**src/common/rv_isa_pkg.sv**
```systemverilog
`default_nettype none

package rv_isa_pkg;

    ////////////////////
    // Field types

    typedef logic [31:0] xlen_t;       // Data and address word
    typedef logic [31:0] insn_t;
    typedef logic [4:0]  reg_addr_t;
    typedef logic [6:0]  funct7_t;

    ////////////////////
    // Opcodes of the checked subset

    typedef enum logic [6:0] {
        op_imm = 7'b0010011,
        op     = 7'b0110011,
        lui    = 7'b0110111
    } opcode_e;

    typedef enum logic [2:0] {
        add_sub = 3'b000,
        sll     = 3'b001,
        slt     = 3'b010,
        sltu    = 3'b011,
        xor_op  = 3'b100,
        srl_sra = 3'b101,
        or_op   = 3'b110,
        and_op  = 3'b111
    } alu_funct3_e;

    ////////////////////
    // funct7 encodings

    localparam funct7_t FUNCT7_BASE = 7'b0000000;
    localparam funct7_t FUNCT7_ALT  = 7'b0100000;   // SUB and SRA

endpackage

`default_nettype wire

```
**src/common/check_pkg.sv**
```systemverilog
`default_nettype none

package check_pkg;

    localparam int COUNT_WIDTH_DEFAULT = 16;

    typedef logic [COUNT_WIDTH_DEFAULT-1:0] count_t;

    // Causes listed in reporting priority
    typedef enum logic [2:0] {
        cause_none     = 3'd0,
        cause_illegal  = 3'd1,
        cause_rd_addr  = 3'd2,
        cause_rd_wdata = 3'd3,
        cause_pc_wdata = 3'd4
    } mismatch_cause_e;

endpackage

`default_nettype wire

```
**src/common/retire_if.sv**
```systemverilog
`timescale 1ns/1ps
`default_nettype none

interface retire_if;

    logic                  valid;
    rv_isa_pkg::insn_t     insn;
    rv_isa_pkg::xlen_t     pc_rdata;
    rv_isa_pkg::xlen_t     pc_wdata;
    rv_isa_pkg::xlen_t     rs1_rdata;
    rv_isa_pkg::xlen_t     rs2_rdata;
    rv_isa_pkg::reg_addr_t rd_addr;
    rv_isa_pkg::xlen_t     rd_wdata;
    logic                  trap;

    modport producer (
        output valid, insn, pc_rdata, pc_wdata, rs1_rdata, rs2_rdata,
        output rd_addr, rd_wdata, trap
    );

    modport consumer (
        input valid, insn, pc_rdata, pc_wdata, rs1_rdata, rs2_rdata,
        input rd_addr, rd_wdata, trap
    );

endinterface

`default_nettype wire

```
**src/verilog/retire_capture.sv**
```systemverilog
`timescale 1ns/1ps
`default_nettype none

module retire_capture (
    input  logic                  clock,
    input  logic                  rst_n,
    input  logic                  trace_valid,
    input  rv_isa_pkg::insn_t     trace_insn,
    input  rv_isa_pkg::xlen_t     trace_pc_rdata,
    input  rv_isa_pkg::xlen_t     trace_pc_wdata,
    input  rv_isa_pkg::xlen_t     trace_rs1_rdata,
    input  rv_isa_pkg::xlen_t     trace_rs2_rdata,
    input  rv_isa_pkg::reg_addr_t trace_rd_addr,
    input  rv_isa_pkg::xlen_t     trace_rd_wdata,
    input  logic                  trace_trap,
    retire_if.producer            trace
);

    // Retirements seen during reset are dropped
    always_ff @(posedge clock) begin
        if (!rst_n) begin
            trace.valid <= 1'b0;
        end else begin
            trace.valid <= trace_valid;
        end
    end

    always_ff @(posedge clock) begin
        trace.insn      <= trace_insn;
        trace.pc_rdata  <= trace_pc_rdata;
        trace.pc_wdata  <= trace_pc_wdata;
        trace.rs1_rdata <= trace_rs1_rdata;
        trace.rs2_rdata <= trace_rs2_rdata;
        trace.rd_addr   <= trace_rd_addr;
        trace.rd_wdata  <= trace_rd_wdata;
        trace.trap      <= trace_trap;
    end

endmodule

`default_nettype wire

```
**src/isa_spec/isa_spec_rv32i_alu.sv**
```systemverilog
`timescale 1ns/1ps
`default_nettype none

module isa_spec_rv32i_alu (
    retire_if.consumer              trace,
    output logic                    spec_valid,
    output logic                    spec_trap,
    output rv_isa_pkg::reg_addr_t   spec_rd_addr,
    output rv_isa_pkg::xlen_t       spec_rd_wdata,
    output rv_isa_pkg::xlen_t       spec_pc_wdata
);

    rv_isa_pkg::opcode_e     opcode;
    rv_isa_pkg::alu_funct3_e funct3;
    rv_isa_pkg::funct7_t     funct7;
    rv_isa_pkg::reg_addr_t   rd;
    rv_isa_pkg::xlen_t       imm_i;
    rv_isa_pkg::xlen_t       imm_u;
    rv_isa_pkg::xlen_t       op_a;
    rv_isa_pkg::xlen_t       op_b;
    logic [4:0]              shamt;
    logic                    is_op;
    logic                    is_op_imm;
    logic                    is_lui;
    logic                    alt;
    logic                    illegal;
    rv_isa_pkg::xlen_t       alu_result;
    rv_isa_pkg::xlen_t       result;

    ////////////////////
    // Decode

    assign opcode = rv_isa_pkg::opcode_e'(trace.insn[6:0]);
    assign rd     = trace.insn[11:7];
    assign funct3 = rv_isa_pkg::alu_funct3_e'(trace.insn[14:12]);
    assign funct7 = trace.insn[31:25];

    assign is_op     = (opcode == rv_isa_pkg::op);
    assign is_op_imm = (opcode == rv_isa_pkg::op_imm);
    assign is_lui    = (opcode == rv_isa_pkg::lui);

    assign imm_i = {{20{trace.insn[31]}}, trace.insn[31:20]};   // Sign-extended I-type
    assign imm_u = {trace.insn[31:12], 12'b0};

    assign op_a  = trace.rs1_rdata;
    assign op_b  = is_op ? trace.rs2_rdata : imm_i;
    assign shamt = op_b[4:0];                                   // Low five bits only
    assign alt   = (funct7 == rv_isa_pkg::FUNCT7_ALT);

    ////////////////////
    // ALU

    always_comb begin
        case (funct3)
            rv_isa_pkg::add_sub: alu_result = (is_op && alt) ? op_a - op_b : op_a + op_b;
            rv_isa_pkg::sll:     alu_result = op_a << shamt;
            rv_isa_pkg::slt:     alu_result = rv_isa_pkg::xlen_t'($signed(op_a) < $signed(op_b));
            rv_isa_pkg::sltu:    alu_result = rv_isa_pkg::xlen_t'(op_a < op_b);
            rv_isa_pkg::xor_op:  alu_result = op_a ^ op_b;
            rv_isa_pkg::srl_sra: alu_result = alt ? rv_isa_pkg::xlen_t'($signed(op_a) >>> shamt)
                                                  : op_a >> shamt;
            rv_isa_pkg::or_op:   alu_result = op_a | op_b;
            rv_isa_pkg::and_op:  alu_result = op_a & op_b;
            default:             alu_result = '0;
        endcase
    end

    assign result = is_lui ? imm_u : alu_result;

    ////////////////////
    // Legal funct7 encodings

    always_comb begin
        illegal = 1'b0;
        if (is_op) begin
            if (funct7 == rv_isa_pkg::FUNCT7_ALT) begin
                illegal = !(funct3 == rv_isa_pkg::add_sub || funct3 == rv_isa_pkg::srl_sra);
            end else begin
                illegal = (funct7 != rv_isa_pkg::FUNCT7_BASE);
            end
        end else if (is_op_imm) begin
            if (funct3 == rv_isa_pkg::sll) begin
                illegal = (funct7 != rv_isa_pkg::FUNCT7_BASE);
            end else if (funct3 == rv_isa_pkg::srl_sra) begin
                illegal = !(funct7 == rv_isa_pkg::FUNCT7_BASE || alt);
            end
        end
    end

    ////////////////////
    // Spec outputs

    assign spec_valid    = trace.valid && (is_op || is_op_imm || is_lui);
    assign spec_trap     = spec_valid && illegal;
    assign spec_rd_addr  = rd;
    assign spec_rd_wdata = (rd == '0) ? '0 : result;   // x0 always reads zero
    assign spec_pc_wdata = trace.pc_rdata + 32'd4;

endmodule

`default_nettype wire

```
**src/verilog/retire_checker.sv**
```systemverilog
`timescale 1ns/1ps
`default_nettype none

module retire_checker #(
    parameter int COUNT_WIDTH = check_pkg::COUNT_WIDTH_DEFAULT
) (
    input  logic                        clock,
    input  logic                        rst_n,
    retire_if.consumer                  trace,
    input  logic                        spec_valid,
    input  logic                        spec_trap,
    input  rv_isa_pkg::reg_addr_t       spec_rd_addr,
    input  rv_isa_pkg::xlen_t           spec_rd_wdata,
    input  rv_isa_pkg::xlen_t           spec_pc_wdata,
    output logic                        mismatch,
    output rv_isa_pkg::xlen_t           mismatch_pc,
    output check_pkg::mismatch_cause_e  mismatch_cause,
    output logic [COUNT_WIDTH-1:0]      retired_count,
    output logic [COUNT_WIDTH-1:0]      checked_count,
    output logic [COUNT_WIDTH-1:0]      mismatch_count
);

    logic                       checked;
    logic                       mismatch_d;
    check_pkg::mismatch_cause_e cause_d;

    // Trapped or out-of-subset retirements are not checked
    assign checked = trace.valid && !trace.trap && spec_valid;

    // First failing check wins
    always_comb begin
        if (spec_trap) begin
            cause_d = check_pkg::cause_illegal;
        end else if (trace.rd_addr != spec_rd_addr) begin
            cause_d = check_pkg::cause_rd_addr;
        end else if (trace.rd_wdata != spec_rd_wdata) begin
            cause_d = check_pkg::cause_rd_wdata;
        end else if (trace.pc_wdata != spec_pc_wdata) begin
            cause_d = check_pkg::cause_pc_wdata;
        end else begin
            cause_d = check_pkg::cause_none;
        end
    end

    assign mismatch_d = checked && (cause_d != check_pkg::cause_none);

    ////////////////////
    // Report and counters

    always_ff @(posedge clock) begin
        if (!rst_n) begin
            mismatch       <= 1'b0;
            mismatch_cause <= check_pkg::cause_none;
            retired_count  <= '0;
            checked_count  <= '0;
            mismatch_count <= '0;
        end else begin
            mismatch       <= mismatch_d;
            mismatch_cause <= mismatch_d ? cause_d : check_pkg::cause_none;
            if (trace.valid) begin
                retired_count <= retired_count + 1'b1;
            end
            if (checked) begin
                checked_count <= checked_count + 1'b1;
            end
            if (mismatch_d) begin
                mismatch_count <= mismatch_count + 1'b1;   // Wraps
            end
        end
    end

    // Held until the next mismatch
    always_ff @(posedge clock) begin
        if (mismatch_d) begin
            mismatch_pc <= trace.pc_rdata;
        end
    end

endmodule

`default_nettype wire

```
**src/verilog/rvfi_check_top.sv**
```systemverilog
`timescale 1ns/1ps
`default_nettype none

module rvfi_check_top #(
    parameter int COUNT_WIDTH = check_pkg::COUNT_WIDTH_DEFAULT
) (
    input  logic                        clock,
    input  logic                        rst_n,
    input  logic                        trace_valid,
    input  rv_isa_pkg::insn_t           trace_insn,
    input  rv_isa_pkg::xlen_t           trace_pc_rdata,
    input  rv_isa_pkg::xlen_t           trace_pc_wdata,
    input  rv_isa_pkg::xlen_t           trace_rs1_rdata,
    input  rv_isa_pkg::xlen_t           trace_rs2_rdata,
    input  rv_isa_pkg::reg_addr_t       trace_rd_addr,
    input  rv_isa_pkg::xlen_t           trace_rd_wdata,
    input  logic                        trace_trap,
    output logic                        mismatch,
    output rv_isa_pkg::xlen_t           mismatch_pc,
    output check_pkg::mismatch_cause_e  mismatch_cause,
    output logic [COUNT_WIDTH-1:0]      retired_count,
    output logic [COUNT_WIDTH-1:0]      checked_count,
    output logic [COUNT_WIDTH-1:0]      mismatch_count
);

    logic                  spec_valid;
    logic                  spec_trap;
    rv_isa_pkg::reg_addr_t spec_rd_addr;
    rv_isa_pkg::xlen_t     spec_rd_wdata;
    rv_isa_pkg::xlen_t     spec_pc_wdata;

    retire_if trace ();   // Registered trace

    retire_capture u_capture (
        .clock           (clock),
        .rst_n           (rst_n),
        .trace_valid     (trace_valid),
        .trace_insn      (trace_insn),
        .trace_pc_rdata  (trace_pc_rdata),
        .trace_pc_wdata  (trace_pc_wdata),
        .trace_rs1_rdata (trace_rs1_rdata),
        .trace_rs2_rdata (trace_rs2_rdata),
        .trace_rd_addr   (trace_rd_addr),
        .trace_rd_wdata  (trace_rd_wdata),
        .trace_trap      (trace_trap),
        .trace           (trace.producer)
    );

    isa_spec_rv32i_alu u_spec (
        .trace         (trace.consumer),
        .spec_valid    (spec_valid),
        .spec_trap     (spec_trap),
        .spec_rd_addr  (spec_rd_addr),
        .spec_rd_wdata (spec_rd_wdata),
        .spec_pc_wdata (spec_pc_wdata)
    );

    retire_checker #(
        .COUNT_WIDTH (COUNT_WIDTH)
    ) u_checker (
        .clock          (clock),
        .rst_n          (rst_n),
        .trace          (trace.consumer),
        .spec_valid     (spec_valid),
        .spec_trap      (spec_trap),
        .spec_rd_addr   (spec_rd_addr),
        .spec_rd_wdata  (spec_rd_wdata),
        .spec_pc_wdata  (spec_pc_wdata),
        .mismatch       (mismatch),
        .mismatch_pc    (mismatch_pc),
        .mismatch_cause (mismatch_cause),
        .retired_count  (retired_count),
        .checked_count  (checked_count),
        .mismatch_count (mismatch_count)
    );

endmodule

`default_nettype wire

```
**config.mk**
```make
export PLATFORM = sky130hd
export DESIGN_NAME = rvfi_check_top
export DESIGN_NICKNAME = d
export VERILOG_FILES = /design/src/common/rv_isa_pkg.sv /design/src/common/check_pkg.sv /design/src/common/retire_if.sv /design/src/verilog/retire_capture.sv /design/src/isa_spec/isa_spec_rv32i_alu.sv /design/src/verilog/retire_checker.sv /design/src/verilog/rvfi_check_top.sv
export SDC_FILE = /design/constraint.sdc
export NUM_CORES = 1
export LEC_CHECK = 0
export BUFFER_PORTS_ARGS = -buffer_cell sky130_fd_sc_hd__buf_2
export CORE_ASPECT_RATIO = 2
export CORE_MARGIN = 5
export CORE_UTILIZATION = 30
export CTS_CLUSTER_DIAMETER = 150
export CTS_CLUSTER_SIZE = 40
export DETAILED_ROUTE_END_ITERATION = 8
export PLACE_DENSITY = 0.47
export SYNTH_ARGS = -nofsm -noshare
export SYNTH_HDL_FRONTEND = slang
export SYNTH_SLANG_ARGS = --single-unit
```
**constraint.sdc**
```tcl
create_clock -name clock -period 11.63 [get_ports clock]
set_clock_uncertainty 0.15 [all_clocks]
set_input_delay 0.5815 -clock clock [delete_from_list [all_inputs] [get_ports clock]]
set_output_delay 0.5815 -clock clock [all_outputs]
set_load 0.02 [all_outputs]
```
==> results.json <==
{
  "status": "finished with violations",
  "violations": "max-capacitance violations, max-slew violations",
  "drive_above_1_share_pct": 15.6,
  "cts_setup_buffers": 0,
  "path_class": "flop to flop",
  "die_x_um": 196,
  "clk_pin_slew_worst_paths_ns": 0.14,
  "io_buffers": 284,
  "start_util_pct": 30.2,
  "wl_um": 159000,
  "clockBufferDepth": 3,
  "fmax_mhz": 117,
  "io_pins": 285,
  "cp-end-kind": "flop",
  "netlist.area_leader.share_pct": 24.2,
  "first_pass_iters": 8,
  "wl_per_cell_um": 39.6,
  "p_leak_nw": 10.4,
  "grt_setup_unrepaired": "false",
  "cap_violations": 1,
  "die-area_um2": 75000,
  "ant_nets": 0,
  "fin_crit_sh_pct": 73.2,
  "synth_top_area_cell": "dfxtp_1",
  "clk_latency_ns": 0.61,
  "yosysWarnings": 0,
  "grt.total_usage_pct": 40.6,
  "ys_seq_area_share_pct": 28.8,
  "tritoncts": "yes",
  "arrival_ns": 8.61,
  "worst_pin_slew_ns": 1.52,
  "drtIter0Drc": 2767,
  "crit_chain": "nand3b_1, buf_4, nor2_4, buf_4, nand2_1, o21ai_0, inv_1, ha_1, nand2_1, o21ai_0, nor2_1, a21oi_1, nand3_1, o211ai_1, nand3_1, and2_1, a31o_2, a2111o_1, or4_1, nor4_4, buf_4, nor2_4, buf_4",
  "vias": 25800,
  "grt_pass1_vias": 25700,
  "cts_made_buffers": 11,
  "yosysUniqueCellTypes": 98,
  "avgSynthCellArea_um2": 7.75,
  "vias_per_cell": 6.44,
  "ys_ff_latch": 283,
  "cp.required_ns": 11.73,
  "drcViolationCount": 0,
  "layout_common_cells": "284 x buf_2, 250 x dfxtp_1, 214 x nand2_1",
  "slew_headroom_pct": -2.50,
  "slew_viol_final": 4,
  "crit_family": "simple AND/OR/NAND/NOR gates",
  "grt_pass1_wl_um": 213000,
  "final_common_cell": "buf_2",
  "final_nets": 3400,
  "ctsHtreeMaxLevel": 1,
  "synth_edf_count": 32,
  "dp_hpwl_um": 126000,
  "min_period_ns": 8.51,
  "slowest_delay_ns": 0.73,
  "overflow": 0,
  "worst_path_most_repeated_cell": "buf_4",
  "startpoint_type": "flop",
  "final.setup.tns_ns": 0,
  "antenna_found_initial": 13,
  "critPathSlowestCell": "dfxtp_1",
  "fill_cells": 7188,
  "crit_path_max_fanout": 34,
  "die_h_um": 382,
  "cts_sinks": 283,
  "syn_nets": 2977,
  "gp_congestion": 1.11,
  "fin_hold_ws_ns": 0.0183,
  "rows": 136,
  "powerDensity_nw_per_um2": 98.9,
  "async_flop_share_pct": 0,
  "synth_area_leaders": "dfxtp_1 24%, ha_1 5.7%, a21oi_1 5.1%, edfxtp_1 4.6%, nand2_1 3.9%",
  "synthCells": 2681,
  "syn_to_final_growth_pct": 24.2,
  "setup_violations": 0,
  "max-vdd-ir-drop_v": 0.000204,
  "core-area_um2": 68700,
  "critPathBufInv": 5,
  "grt_max_degree": 52,
  "netlist_area_um2": 20800,
  "hp-class": "primary input to flop",
  "synthFlopType": "dfxtp_1",
  "hold_violations": 0,
  "root_buffer": "clkbuf_16"
}
-- synthesized netlist by cell type (26+ instances only) --
master	count
o21ai_0	141
clkbuf_1	105
o211ai_1	50
xor2_1	39
nor3_1	84
a21o_1	43
dfxtp_1	251
nand3_1	132
nand2_1	214
edfxtp_1	32
and2_1	27
nand4_1	49
nor2_1	188
nor4_1	45
or4_1	26
xnor2_1	65
a31oi_1	51
mux2i_1	29
a211oi_1	58
o31ai_1	36
or3_1	26
a21oi_1	210
inv_1	129
buf_2	37
ha_1	94
and3_1	51
-- routing by layer --
| metal | global-route usage, % | vias up | share of wire, % |
|---|---|---|---|
| met5 | 0 | - | 0.065 |
| met4 | 44.6 | 14 | 15 |
| met3 | 9.30 | 742 | 7.4 |
| met2 | 71.0 | 1748 | 49 |
| met1 | 36.0 | 12400 | 29 |
| li1 | - | 10900 | - |
-- registers in the layout, summed over array words and instances (netlist names), 5 cells and up --
register / cells
u_capture.trace.insn: 32
u_capture.trace.pc_rdata: 32
u_capture.trace.rs2_rdata: 32
u_capture.trace.pc_wdata: 32
u_checker.mismatch_count: 16
u_checker.checked_count: 16
u_capture.trace.rs1_rdata: 32
u_capture.trace.rd_addr: 5
u_checker.mismatch_pc: 32
u_capture.trace.rd_wdata: 32
u_checker.retired_count: 16
-- cell type report --
type / count / area (um^2) / share of cell area [%]
Antenna cell: 6 / 15.0 / 0.0582
Timing Repair Buffer: 580 / 4140 / 16.0
Clock inverter: 2 / 46.3 / 0.179
Tap cell: 897 / 1120 / 4.35
Sequential cell: 283 / 5990 / 23.2
Clock buffer: 14 / 287 / 1.11
Multi-Input combinational cell: 2092 / 13700 / 53.1
Inverter: 136 / 510 / 1.98
-- kinds of logic after synthesis --
group | Yosys count | share of synthesized area [%]
AO/OA/AOI/OAI | 898 | 29.3
XOR/XNOR | 104 | 4.38
adder cells (fa/ha/maj) | 95 | 5.76
buffers and inverters | 306 | 5.91
flip-flops | 283 | 28.8
multiplexers | 46 | 2.51
AND/OR/NAND/NOR | 949 | 23.3
-- worst paths after layout --
check / startpoint / end / slack (ns) / cells past startpoint
worst max-delay path: u_capture.trace.insn[5]$_DFF_P_ / u_checker.mismatch_pc[10]$_DFFE_PP_ / 3.12 / 23
worst min-delay path: trace_insn[5] / u_capture.trace.insn[5]$_DFF_P_ / 0.02 / 1
worst max register to register: u_capture.trace.insn[5]$_DFF_P_ / u_checker.mismatch_pc[10]$_DFFE_PP_ / 3.12 / 23
worst min register to register: u_capture.trace.pc_rdata[1]$_DFF_P_ / u_checker.mismatch_pc[1]$_DFFE_PP_ / 0.32 / 0
-- power breakdown --
group	internal [mW]	switching [mW]
sequential	1.02	0.0571
combinational	0.289	0.661
clock	0.185	0.337
total	1.50	1.06
-- repair_timing --
action / in CTS / in global routing
hold buffers: 192 / 4
gates resized for setup: 0 / 0
endpoints found under the hold margin: 192 / 4
-- metrics by stage --
step	util [%]	setup slack (ns)	instances	cell area, um^2	power, mW
6_report	37.6	3.12	4010	25800	2.55
5_1_grt	37.5	3.14	4005	25800	2.61
2_1_floorplan	-	4.54	2681	20800	1.50
4_1_cts	37.4	3.58	3996	25700	2.50
3_5_place_dp	34.1	3.62	3788	23400	1.94
3_3_place_gp	34.1	3.70	3788	23400	1.94
-- worst register-to-register path: cells and delay by family (launching register included) --
kind / cells / cell delay (ns)
adders and majority gates: 1 / 0.63
AOI/OAI and AO/OA: 6 / 2.03
buffers and inverters: 5 / 1.44
and+or+nand+nor: 11 / 3.10
DFF: 1 / 0.73
No activity file was read; power rests on OpenSTA's default activity.
